## src/wb_pkg.sv

```systemverilog
package wb_pkg;

    ////////////////////////////////////////////////////////////
    // fabric sizing
    ////////////////////////////////////////////////////////////

    // user-project banks behind the 0x30 region
    localparam int NUM_TEAMS = 6;
    // sram + gpio + one slot per team
    localparam int NUM_SLOTS = NUM_TEAMS + 2;
    localparam int SLOT_W    = $clog2(NUM_SLOTS);

    // fixed slot indices, team t sits at SLOT_TEAM0 + t
    localparam int SLOT_SRAM  = 0;
    localparam int SLOT_GPIO  = 1;
    localparam int SLOT_TEAM0 = 2;

    localparam int SRAM_WORDS   = 256;
    localparam int SRAM_AW      = $clog2(SRAM_WORDS);
    localparam int TEAM_SCRATCH = 4;
    localparam int TEAM_SCR_AW  = $clog2(TEAM_SCRATCH);

    ////////////////////////////////////////////////////////////
    // address map
    ////////////////////////////////////////////////////////////

    // top byte of the address picks the region
    localparam logic [7:0] PFX_USER = 8'h30;
    localparam logic [7:0] PFX_GPIO = 8'h32;
    localparam logic [7:0] PFX_SRAM = 8'h33;

    // register offsets inside a region
    localparam logic [15:0] GPIO_OUT    = 16'h0000;
    localparam logic [15:0] GPIO_OE     = 16'h0004;
    localparam logic [15:0] GPIO_IN     = 16'h0008;
    localparam logic [15:0] TEAM_ID_OFS = 16'h0010;

    typedef logic [SLOT_W-1:0] slot_idx_t;

    // gpio and sram regions
    typedef struct packed {
        logic [7:0]  prefix;
        logic [23:0] offset;
    } wb_fixed_adr_t;

    // user-project region, bits 19:16 pick the team
    typedef struct packed {
        logic [7:0]  prefix;
        logic [3:0]  rsvd;
        logic [3:0]  team;
        logic [15:0] offset;
    } wb_user_adr_t;

    // one address word, two readings
    typedef union packed {
        wb_fixed_adr_t fixed;
        wb_user_adr_t  user;
    } wb_addr_u;

    ////////////////////////////////////////////////////////////
    // bus bundles
    ////////////////////////////////////////////////////////////

    typedef struct packed {
        logic        cyc;
        logic        stb;
        logic        we;
        wb_addr_u    adr;
        logic [31:0] dat;
        logic [3:0]  sel;
    } wb_req_t;

    typedef struct packed {
        logic        ack;
        logic        err;
        logic [31:0] dat;
    } wb_rsp_t;

    typedef wb_req_t [NUM_SLOTS-1:0] slot_req_t;
    typedef wb_rsp_t [NUM_SLOTS-1:0] slot_rsp_t;

    // byte-lane merge for register writes
    function automatic logic [31:0] wb_merge(
        input logic [31:0] old_word,
        input logic [31:0] new_word,
        input logic [3:0]  sel
    );
        logic [31:0] merged;
        merged = old_word;
        for (int b = 0; b < 4; b++) begin
            if (sel[b]) begin
                merged[8*b +: 8] = new_word[8*b +: 8];
            end
        end
        return merged;
    endfunction

endpackage

```

## src/wb_decoder.sv

```systemverilog
module wb_decoder import wb_pkg::*; (
    input  logic      CLK,
    input  logic      nRST,

    // granted manager
    input  wb_req_t   bus_req,
    output wb_rsp_t   bus_rsp,

    // peripheral slots
    output slot_req_t slot_req,
    input  slot_rsp_t slot_rsp
);

    typedef enum logic [1:0] {
        IDLE,
        ACCESS,
        DONE
    } state_t;

    state_t    state_q;

    // decode of the live bus address
    logic      dec_hit;
    slot_idx_t dec_slot;

    // captured request and its target
    wb_req_t   req_q;
    slot_idx_t slot_q;

    // manager-facing response registers
    logic        ack_q;
    logic        err_q;
    logic [31:0] dat_q;

    wb_rsp_t sel_rsp;
    logic    accept;

    ////////////////////////////////////////////////////////////
    // address decode
    ////////////////////////////////////////////////////////////

    always_comb begin
        dec_hit  = 1'b0;
        dec_slot = '0;
        case (bus_req.adr.fixed.prefix)
            PFX_USER: begin
                // only teams that exist
                if (bus_req.adr.user.team < NUM_TEAMS) begin
                    dec_hit  = 1'b1;
                    dec_slot = slot_idx_t'(SLOT_TEAM0 + int'(bus_req.adr.user.team));
                end
            end
            PFX_GPIO: begin
                if (bus_req.adr.fixed.offset[23:16] == 8'h00) begin
                    dec_hit  = 1'b1;
                    dec_slot = slot_idx_t'(SLOT_GPIO);
                end
            end
            PFX_SRAM: begin
                if (bus_req.adr.fixed.offset[23:16] == 8'h00) begin
                    dec_hit  = 1'b1;
                    dec_slot = slot_idx_t'(SLOT_SRAM);
                end
            end
            // la region and anything else falls to err
            default: begin
                dec_hit = 1'b0;
            end
        endcase
    end

    assign accept  = (state_q == IDLE) && bus_req.cyc && bus_req.stb;
    assign sel_rsp = slot_rsp[slot_q];

    ////////////////////////////////////////////////////////////
    // transfer FSM
    ////////////////////////////////////////////////////////////

    always_ff @(posedge CLK, negedge nRST) begin
        if (!nRST) begin
            state_q <= IDLE;
            ack_q   <= 1'b0;
            err_q   <= 1'b0;
            dat_q   <= '0;
        end else begin
            case (state_q)
                IDLE: begin
                    if (accept) begin
                        if (dec_hit) begin
                            state_q <= ACCESS;
                        end else begin
                            // unmapped, err shows up next cycle
                            err_q   <= 1'b1;
                            state_q <= DONE;
                        end
                    end
                end
                ACCESS: begin
                    // slot answered, stb drops on this same edge
                    if (sel_rsp.ack || sel_rsp.err) begin
                        ack_q   <= sel_rsp.ack;
                        err_q   <= sel_rsp.err;
                        dat_q   <= sel_rsp.dat;
                        state_q <= DONE;
                    end
                end
                DONE: begin
                    // single pulse, stb ignored here
                    ack_q   <= 1'b0;
                    err_q   <= 1'b0;
                    dat_q   <= '0;
                    state_q <= IDLE;
                end
                default: begin
                    state_q <= IDLE;
                end
            endcase
        end
    end

    // request held for the whole access
    always_ff @(posedge CLK) begin
        if (accept) begin
            req_q  <= bus_req;
            slot_q <= dec_slot;
        end
    end

    ////////////////////////////////////////////////////////////
    // slot routing
    ////////////////////////////////////////////////////////////

    always_comb begin
        // unselected slots see all zeros
        slot_req = '0;
        if (state_q == ACCESS) begin
            slot_req[slot_q] = req_q;
        end
    end

    assign bus_rsp = '{ack: ack_q, err: err_q, dat: dat_q};

endmodule

```

## config.mk

```make
export PLATFORM = sky130hd
export DESIGN_NAME = wb_decoder
export DESIGN_NICKNAME = d
export VERILOG_FILES = /design/src/wb_pkg.sv /design/src/wb_decoder.sv
export SDC_FILE = /design/constraint.sdc
export NUM_CORES = 1
export LEC_CHECK = 0
export ABC_AREA = 1
export BUFFER_PORTS_ARGS = -buffer_cell sky130_fd_sc_hd__buf_2
export CAP_MARGIN = 20
export CORE_AREA = 3 3 369 371
export DETAILED_ROUTE_END_ITERATION = 10
export DIE_AREA = 0 0 372 374
export GPL_TIMING_DRIVEN = 0
export RECOVER_POWER = 50
export SKIP_CTS_REPAIR_TIMING = 1
export SYNTH_ARGS = -nofsm -noshare
export SYNTH_HDL_FRONTEND = slang
export SYNTH_SLANG_ARGS = --single-unit
export TNS_END_PERCENT = 20
```

## constraint.sdc

```tcl
create_clock -name CLK -period 20.7 [get_ports CLK]
set_input_delay 3.105 -clock CLK [delete_from_list [all_inputs] [get_ports CLK]]
set_output_delay 3.105 -clock CLK [all_outputs]
set_load 0.02 [all_outputs]
```

==> out/qor.yml, run 1 <==
grt:
  gr-usage-all-layers_pct: 13.7
  grt_pass1_vias: 13100
  overflow: 0
  antenna_found_initial: 31
  grt_pass1_wl_um: 125000
  grt_max_degree: 37
clock_tree:
  cts_sinks: 110
  htreeDepth: 3
  clk_pin_slew_ns: 0.09
  cts_tree: "done"
  clk_latency_ns: 0.44
  cts_root_buffer: "clkbuf_16"
  cts_buffer_depth: 2
  cts_buffers: 9
status:
  status: "finished with violations"
  violations: "capacitance limit, slew limit"
setup_path:
  critPathMaxFanout: 10
  start_kind: "register"
  path_class: "register to output port"
  worstSetupEndpointType: "output port"
  arrival_ns: 4.45
  required_ns: 17.59
power_and_ir_drop:
  combPwrFrac_pct: 30.6
  irDropWorstVdd_v: 0.0000373
  p_leak_nw: 7.25
  pwr_density_cell_nw_per_um2: 42.5
  p_sw_share_pct: 40.8
  p_int_mw: 0.399
  p_switching_mw: 0.275
  power_frac_seq_pct: 38.9
  clkPwrFrac_pct: 30.5
floorplan:
  die_h_um: 374
  coreArea_um2: 133000
  dieArea_um2: 139000
  rows: 134
  die_w_um: 372
  ioPinCount: 947
  start_util_pct: 6.62
layout:
  fin_util_pct: 11.9
  drive_gt1_share_pct: 36.9
  nFillCells: 15800
  final_nets: 2728
  seq_area_um2: 3120
  multiInputGateArea_um2: 4880
  area_growth_pct: 79.7
route:
  drt_iter0_markers: 1209
  first_pass_iters: 6
  viasPerCell: 3.45
  postRouteAntennaNets: 0
  drt_wl_total_um: 101000
  vias: 14300
  drc: 0
  post_drt_wl_per_cell_um: 24.2
synth:
  syn_area_um2: 8820
  syn_nets: 1753
  ys_types: 37
  ys_warn_count: 0
  synth_cells: 1408
  ys_seq_area_share_pct: 35.4
  synth.avg_cell_area_um2: 6.26
  synth-seq-cells: 110
sta:
  worst_slack_ns: 13.14
  fin_skew_ns: 0.0174
  finalCritPeriodShare_pct: 36.5
  rsz0062_at_grt: "false"
  fin_setup_tns_ns: 0
  final_max_slew_viol_count: 49
  finalSetupViolCount: 0
  worst_pin_slew_ns: 2.42
  hold_viol_final: 0
  fmax_ghz: 0.132
  period_needed_ns: 7.56
  max_slew_margin_pct: -61.5
worst_hold_path:
  hp-class: "register to register"
place:
  place_ws_ns: 14.20
  port_buffers: 946
  routabilityCongestion: 0.940
  dp_hpwl_um: 85200
flow_run:
  timing.max_cap.violations: 3
## area by class of cell
class	instances	share of cell area (%)
Inverter	39	0.924
Timing Repair Buffer	964	29.3
Multi-Input combinational cell	1153	30.8
Clock inverter	4	0.197
Antenna cell	6	0.0947
Sequential cell	110	19.7
Clock buffer	12	1.58
Buffer	106	3.45
Tap cell	1768	14.0
## per-layer routing
metal	track usage, %	vias up	part of all wire, %	routed length [um]
met5	0.350	-	0.18	177
met2	24.1	1000	49	49600
li1	-	6386	-	-
met1	15.2	6806	38	37800
met3	5.31	142	10	10200
met4	3.98	12	2.8	2780
## registers in the layout, summed over array words and instances (netlist names)
signal	count
err_q	1
slot_q	3
ack_q	1
dat_q	32
req_q	71
state_q	2
## cells in the final DEF, fill, tap and decap left out, drive strengths merged, types with 6 or more instances in the layout
master | netlist | layout
a21oi | 8 | 8
nand2 | 387 | 387
nor2 | 605 | 605
dfrtp | 36 | 36
a22oi | 19 | 19
buf | 81 | 822
nand4 | 40 | 40
clkbuf | 25 | 260
o21ai | 26 | 26
diode | 0 | 6
edfxtp | 74 | 74
nand3 | 50 | 50
o2111ai | 6 | 6
inv | 38 | 40
## power by group through the flow
stage / logic [mW] / clock network [mW] / registers (mW)
floorplan: 0.0894 / 0 / 0.268
global placement: 0.206 / 0 / 0.275
detailed placement: 0.217 / 0 / 0.266
CTS: 0.217 / 0.226 / 0.262
global route: 0.223 / 0.228 / 0.264
finish: 0.206 / 0.206 / 0.262
## path summary, 6_finish.rpt
| kind | startpoint | end | slack, ns | depth (start not counted) |
|---|---|---|---|---|
| setup / recovery | state_q[0]$_DFFE_PN0P_ | slot_req[424] | 13.14 | 7 |
| hold / removal | err_q$_DFFE_PN0P_ | err_q$_DFFE_PN0P_ | 0.48 | 2 |
| setup reg to reg | state_q[1]$_DFFE_PN0P_ | req_q[34]$_DFFE_PP_ | 15.65 | 8 |
| hold reg to reg | err_q$_DFFE_PN0P_ | err_q$_DFFE_PN0P_ | 0.48 | 2 |
| max in group asynchronous | nRST | err_q$_DFFE_PN0P_ | 15.91 | 1 |
| min in group asynchronous | nRST | dat_q[30]$_DFFE_PN0P_ | 3.41 | 1 |
## through the flow
stage	cells	power [mW]	area, um^2	hold WS, ns
3_3_place_gp	4122	0.481	15800	0.462
2_1_floorplan	1408	0.358	8820	0.443
5_1_grt	4156	0.714	15800	0.535
4_1_cts	4156	0.705	16300	0.489
6_report	4162	0.674	15800	0.479
3_5_place_dp	4140	0.483	16000	0.465
## synthesized netlist by cell type (all sizes together)
library cell	number	area share, %
nor2	605	26
nand2	387	17
buf	81	5.5
edfxtp	74	25
nand3	50	4.6
nand4	40	2.8
inv	38	1.6
dfrtp	36	10
o21ai	26	2.3
clkbuf	25	1.1
a22oi	19	1.6
a21oi	8	0.45
o2111ai	6	0.60
a22o	2	0.20
o211ai	2	0.23
or2	2	0.14
clkinv	1	0.043
nand3b	1	0.085
nor3	1	0.11
nor3b	1	0.085
nor4	1	0.071
o22ai	1	0.071
o2bb2ai	1	0.099
## critical path, cell delays in order (launching register included)
cell and delay, ns:
dfrtp_1 0.40, inv_1 0.05, nor2_1 0.21, clkbuf_1 1.41, buf_2 0.69, nand2_1 0.50, nor2_1 0.48, buf_2 0.25
## logic make-up after synthesis
family                 Yosys count  synth area share [%]
buffers and inverters          145                  8.19
and+or+nand+nor               1088                  50.8
DFF                            110                  35.4
AOI/OAI and AO/OA               65                  5.59
No activity file was read; power rests on OpenSTA's default activity.
==> run 2: changes to the inputs <==
- ABC_AREA: 1 -> 0
- CORE_AREA: 3 3 369 371 -> 3 3 370 372
- DIE_AREA: 0 0 372 374 -> 0 0 373 375
- clock period: 20.7 -> 6.1 ns (I/O delays scaled with it)
==> run 2 against run 1 <==
  * The run still ends with capacitance limit, slew limit left
  * First-iteration DRC count down 7.3%
  * Via count down 2.1%
  * Sequential share of layout area down 0.20 points
  * Die area up 0.54%
  * Core utilization up 0.089 points
  * Setup slack worse by 13 ns
  * Synthesized cell count down 14%
  * Register-to-register slack worse by 14 ns
  * Wire length down 2.2%
  * Clock power rose to 3.5 times the previous value
  * Global-route usage down 0.44 points
  * Largest cell class unchanged
==> out/qor.yml, run 2 <==
synth:
  synth_top_cell_area_share_pct: 25.7
  synthFlopType: "edfxtp_1"
  synth.avg_cell_area_um2: 7.17
  yosys-top-cells-area: "edfxtp_1 (26%), nor2_1 (26%), dfrtp_1 (10%), nand2_1 (5.3%), mux2i_1 (4.7%)"
  ys_seq_area_share_pct: 36.1
  syn_area_um2: 8650
  syn_nets: 1551
  ys_types: 50
  synth_cells: 1206
  synth-async-reset-ratio_pct: 32.7
  synth-seq-cells: 110
  ys_warn_count: 0
  synth_common_cells: "nor2_1 (590), nand2_1 (121), clkbuf_1 (90)"
  yosysMostFrequentCell: "nor2_1"
  synth_area_leader_cell: "edfxtp_1"
  synth_edf_count: 74
sta:
  hold_viol_final: 0
  period_needed_ns: 5.57
  fin_skew_ns: 0.0297
  worst_slack_ns: 0.528
  finalCritPeriodShare_pct: 91.3
  worst_pin_slew_ns: 2.36
  hold_ws_ns: 0.531
  max_slew_margin_pct: -57.3
  final_max_slew_viol_count: 45
  fin_setup_tns_ns: 0
  fmax_ghz: 0.179
  rsz0062_at_grt: "false"
  finalSetupViolCount: 0
layout:
  nFillCells: 15800
  seq_area_um2: 3120
  fin_cells: 3977
  fin_util_pct: 12.0
  final_area_um2: 16000
  final_common_cell: "buf_2"
  largest_reg_flops: 71
  top_regs: "req_q x71, dat_q x32, slot_q x3"
  mostFrequentLayoutCells: "buf_2 (755), nor2_1 (590), clkbuf_1 (301)"
  area_growth_pct: 85.1
  drive_gt1_share_pct: 38.2
  final_nets: 2530
  top_register: "req_q"
  multiInputGateArea_um2: 5060
route:
  drt_wl_total_um: 98300
  post_drt_wl_per_cell_um: 24.7
  vias: 14000
  drt_iter0_markers: 1121
  postRouteAntennaNets: 0
  first_pass_iters: 5
  viasPerCell: 3.53
  drc: 0
clock_tree:
  cts_root_buffer: "clkbuf_16"
  clk_latency_ns: 0.45
  cts_buffers: 9
  htreeDepth: 3
  cts_sinks: 110
  cts_buffer_depth: 2
  cts_tree: "done"
  clk_pin_slew_ns: 0.09
grt:
  gr-usage-all-layers_pct: 13.3
  grt_max_degree: 37
  grt_pass1_vias: 13100
  antenna_found_initial: 46
  overflow: 0
  grt_pass1_wl_um: 124000
place:
  place_ws_ns: 1.08
  placed_cell_area_um2: 15900
  placedCellCount: 3935
  dp_hpwl_um: 83900
  routabilityCongestion: 0.977
  port_buffers: 946
power_and_ir_drop:
  finalPower_mw: 2.00
  p_leak_nw: 6.78
  irDropWorstVdd_v: 0.000161
  pwr_density_cell_nw_per_um2: 125
setup_path:
  worstSetupEndpointType: "output port"
  crit_path_max_incr_delay_ns: 0.65
  critPathTopFamily: "buffers and inverters"
  cpMaxStageDelayCell: "clkbuf_1"
  critPathMaxFanout: 10
  required_ns: 5.18
  start_kind: "register"
  path_cells: "clkbuf_1 -> clkbuf_1 -> clkbuf_1 -> or3_1 -> clkbuf_2 -> clkbuf_1 -> buf_6 -> nor2_1 -> buf_2"
  crit_buf_inv: 7
  crit_top_cell: "clkbuf_1"
  arrival_ns: 4.66
  path_class: "register to output port"
status:
  status: "finished with violations"
  violations: "capacitance limit, slew limit"
floorplan:
  dieArea_um2: 140000
  start_util_pct: 6.47
  rows: 134
  ioPinCount: 947
  die_w_um: 373
  die_h_um: 375
  coreArea_um2: 134000
worst_hold_path:
  hp-class: "register to register"
flow_run:
  timing.max_cap.violations: 2
## run 2: logic make-up (layout without fill, tap and decap cells)
| family | Yosys count | count (layout) | synth area share [%] |
|---|---|---|---|
| flops | 110 | 110 | 36.1 |
| compound gates | 127 | 127 | 11.5 |
| mux | 82 | 82 | 11.7 |
| buf+inv | 116 | 1100 | 5.38 |
| simple gates | 770 | 770 | 35.2 |
| other cells | 0 | 19 | 0 |
| xor+xnor | 1 | 1 | 0.101 |
## run 2: layer usage
metal  GRT usage, %  part of all wire, %  wire (um)
met1           17.0                   41      40800
met2           20.4                   43      42800
met3           5.71                   12      12200
met4           3.41                  2.4       2340
met5              0                 0.29        285
## run 2: layout make-up
type	count	share of cell area, %
multi-input combinational	980	31.6
clock buffer	9	1.41
tap	1768	13.8
inverter	4	0.0938
clock inverter	7	0.547
buffer	112	2.81
sequential	110	19.5
antenna	19	0.297
timing repair buffer	968	29.9
## run 2: power breakdown
group / leakage, nW / switching, mW / internal [mW]
combinational: 5.44 / 0.272 / 0.162
clock: 0.154 / 0.401 / 0.330
sequential: 1.19 / 0.00829 / 0.826
## run 2: worst reg2reg max path: cells and delay by family, from the launching register on
family	cells	cell delay [ns]
buffers and inverters	4	2.88
and+or+nand+nor	1	1.14
DFF	1	0.37
## run 2: worst paths after layout
check                                  startpoint  slack [ns]                     end  cells after the start
hold reg to reg              dat_q[9]$_DFFE_PN0P_        0.53    dat_q[9]$_DFFE_PN0P_                      2
max in group asynchronous                    nRST        3.55   dat_q[10]$_DFFE_PN0P_                      1
setup / recovery              slot_q[1]$_DFFE_PP_        0.53            slot_req[38]                      9
hold / removal               dat_q[9]$_DFFE_PN0P_        0.53    dat_q[9]$_DFFE_PN0P_                      2
setup reg to reg           state_q[1]$_DFFE_PN0P_        1.28     req_q[25]$_DFFE_PP_                      5
min in group asynchronous                    nRST        1.16  state_q[0]$_DFFE_PN0P_                      1
==> run 3: changes to the inputs <==
- REMOVE_ABC_BUFFERS: unset -> 1
==> run 3 against run 2 <==
  * The run still ends with capacitance limit, slew limit left
  * Die area unchanged
  * Register-to-register slack better by 0.08 ns
  * Maximum frequency up 14%
  * Wire length shrank 16%
  * Final cell count down 2.5%
  * Setup slack better by 0.68 ns
  * Highest routed layer unchanged
==> out/qor.yml, run 3 (same netlist as run 2, synthesis figures left out) <==
grt:
  gr-usage-all-layers_pct: 11.2
  antenna_found_initial: 61
  grt_pass1_wl_um: 107000
  grt_max_degree: 61
  overflow: 0
  grt_pass1_vias: 12000
floorplan:
  start_util_pct: 6.47
  dieArea_um2: 140000
  coreArea_um2: 134000
  rows: 134
  die_w_um: 373
  die_h_um: 375
  ioPinCount: 947
worst_hold_path:
  hp-class: "register to register"
place:
  port_buffers: 946
  placed_cell_area_um2: 16000
  routabilityCongestion: 0.867
  dp_hpwl_um: 71900
  place_ws_ns: 2.27
power_and_ir_drop:
  p_int_mw: 1.29
  clkPwrFrac_pct: 35.3
  power_frac_seq_pct: 43.5
  p_sw_share_pct: 32.9
  irDropWorstVdd_v: 0.000158
  pwr_density_cell_nw_per_um2: 120
  combPwrFrac_pct: 21.2
  p_switching_mw: 0.633
  p_leak_nw: 6.82
  finalPower_mw: 1.92
sta:
  worst_pin_slew_ns: 1.66
  rsz0062_at_grt: "false"
  final_max_slew_viol_count: 29
  finalSetupViolCount: 0
  worst_slack_ns: 1.21
  hold_ws_ns: 0.531
  fmax_ghz: 0.204
  fin_skew_ns: 0.0345
  finalCritPeriodShare_pct: 80.2
  hold_viol_final: 0
  max_slew_margin_pct: -10.9
  period_needed_ns: 4.89
layout:
  largest_reg_flops: 71
  final_area_um2: 16000
  top_register: "req_q"
  drive_gt1_share_pct: 40.5
  mostFrequentLayoutCells: "buf_2 (748), nor2_1 (590), clkbuf_1 (206)"
  final_nets: 2434
  area_growth_pct: 85.2
  final_common_cell: "buf_2"
  top_regs: "req_q x71, dat_q x32, slot_q x3"
clock_tree:
  cts_tree: "done"
  htreeDepth: 3
  cts_buffer_depth: 2
  cts_sinks: 110
  cts_root_buffer: "clkbuf_16"
  clk_latency_ns: 0.45
  clk_pin_slew_ns: 0.11
  cts_buffers: 9
route:
  dr.max_layer_used: "met5"
  postRouteAntennaNets: 0
  vias: 13000
  m1WireLength_um: 30500
  drt_wl_total_um: 83000
  drc: 0
  wl_met3_um: 8260
  viasPerCell: 3.36
  first_pass_iters: 8
  met2_length_um: 42100
  drt_iter0_markers: 1074
  post_drt_wl_per_cell_um: 21.4
setup_path:
  critPathTopFamily: "buffers and inverters"
  required_ns: 5.18
  crit_path_max_incr_delay_ns: 0.89
  start_kind: "register"
  path_cells: "buf_12 -> nand3b_1 -> clkbuf_1 -> clkbuf_1 -> nor2_1 -> clkbuf_1"
  worstSetupEndpointType: "output port"
  critPathMaxFanout: 22
  path_class: "register to output port"
  cpMaxStageDelayCell: "clkbuf_1"
  crit_top_cell: "clkbuf_1"
  arrival_ns: 3.98
  crit_buf_inv: 4
status:
  violations: "capacitance limit, slew limit"
  status: "finished with violations"
flow_run:
  timing.max_cap.violations: 2
==> run 3: changes by cell type in the layout (fill, tap and decap cells not counted), sizes merged <==
cell,change
buf,+3
bufinv,-1
clkbuf,-98
clkinv,-2
diode,-2
inv,+2
==> run 3: path summary, 6_finish.rpt <==
check | endpoint | from | slack, ns | depth (start not counted)
max | slot_req[383] | slot_q[0]$_DFFE_PP_ | 1.21 | 6
min | dat_q[31]$_DFFE_PN0P_ | dat_q[31]$_DFFE_PN0P_ | 0.53 | 2
max reg2reg | dat_q[0]$_DFFE_PN0P_ | slot_q[0]$_DFFE_PP_ | 1.36 | 8
min reg2reg | dat_q[31]$_DFFE_PN0P_ | dat_q[31]$_DFFE_PN0P_ | 0.53 | 2
max in group asynchronous | dat_q[1]$_DFFE_PN0P_ | nRST | 3.58 | 2
min in group asynchronous | dat_q[11]$_DFFE_PN0P_ | nRST | 0.69 | 1
==> run 3: power groups by stage <==
| stage | Combinational, mW | Sequential [mW] | Clock, mW |
|---|---|---|---|
| after detailed placement | 0.423 | 0.852 | 0 |
| after global routing | 0.440 | 0.838 | 0.745 |
| after global placement | 0.356 | 0.880 | 0 |
| after CTS | 0.424 | 0.836 | 0.748 |
| final | 0.409 | 0.836 | 0.679 |
| after floorplan | 0.131 | 0.867 | 0 |
==> run 3: per-stage QoR <==
step / std cells / util (%) / TNS [ns]
finish: 3879 / 12.0 / 0
global route: 3865 / 12.0 / 0
CTS: 3861 / 12.2 / 0
detailed placement: 3845 / 12.0 / 0
global placement: 3808 / 11.3 / -1965.05
floorplan: 1094 / - / -64.59
==> run 3: cell type report <==
type,count,area [um^2]
well taps,1768,2210
diodes,17,42.5
multi-input cells,980,5120
repair buffers,984,5210
clock inverters,6,62.6
inverters,4,15.0
fillers,15600,118000
flip-flops and latches,110,3120
clock buffers,10,229
==> run 3: worst register-to-register path, stage by stage, from the launching register on <==
cell	delay, ns
edfxtp_1	0.79
buf_12	0.25
nand3b_1	0.47
clkbuf_1	0.59
o221ai_1	0.58
a2111oi_4	0.16
nor2b_1	1.10
buf_12	0.31
mux2_2	0.38
==> run 3: metal layers <==
layer,vias up,GRT usage [%]
met4,32,2.34
met3,158,4.49
met5,-,0
met2,828,20.3
li1,5812,-
met1,6187,12.3
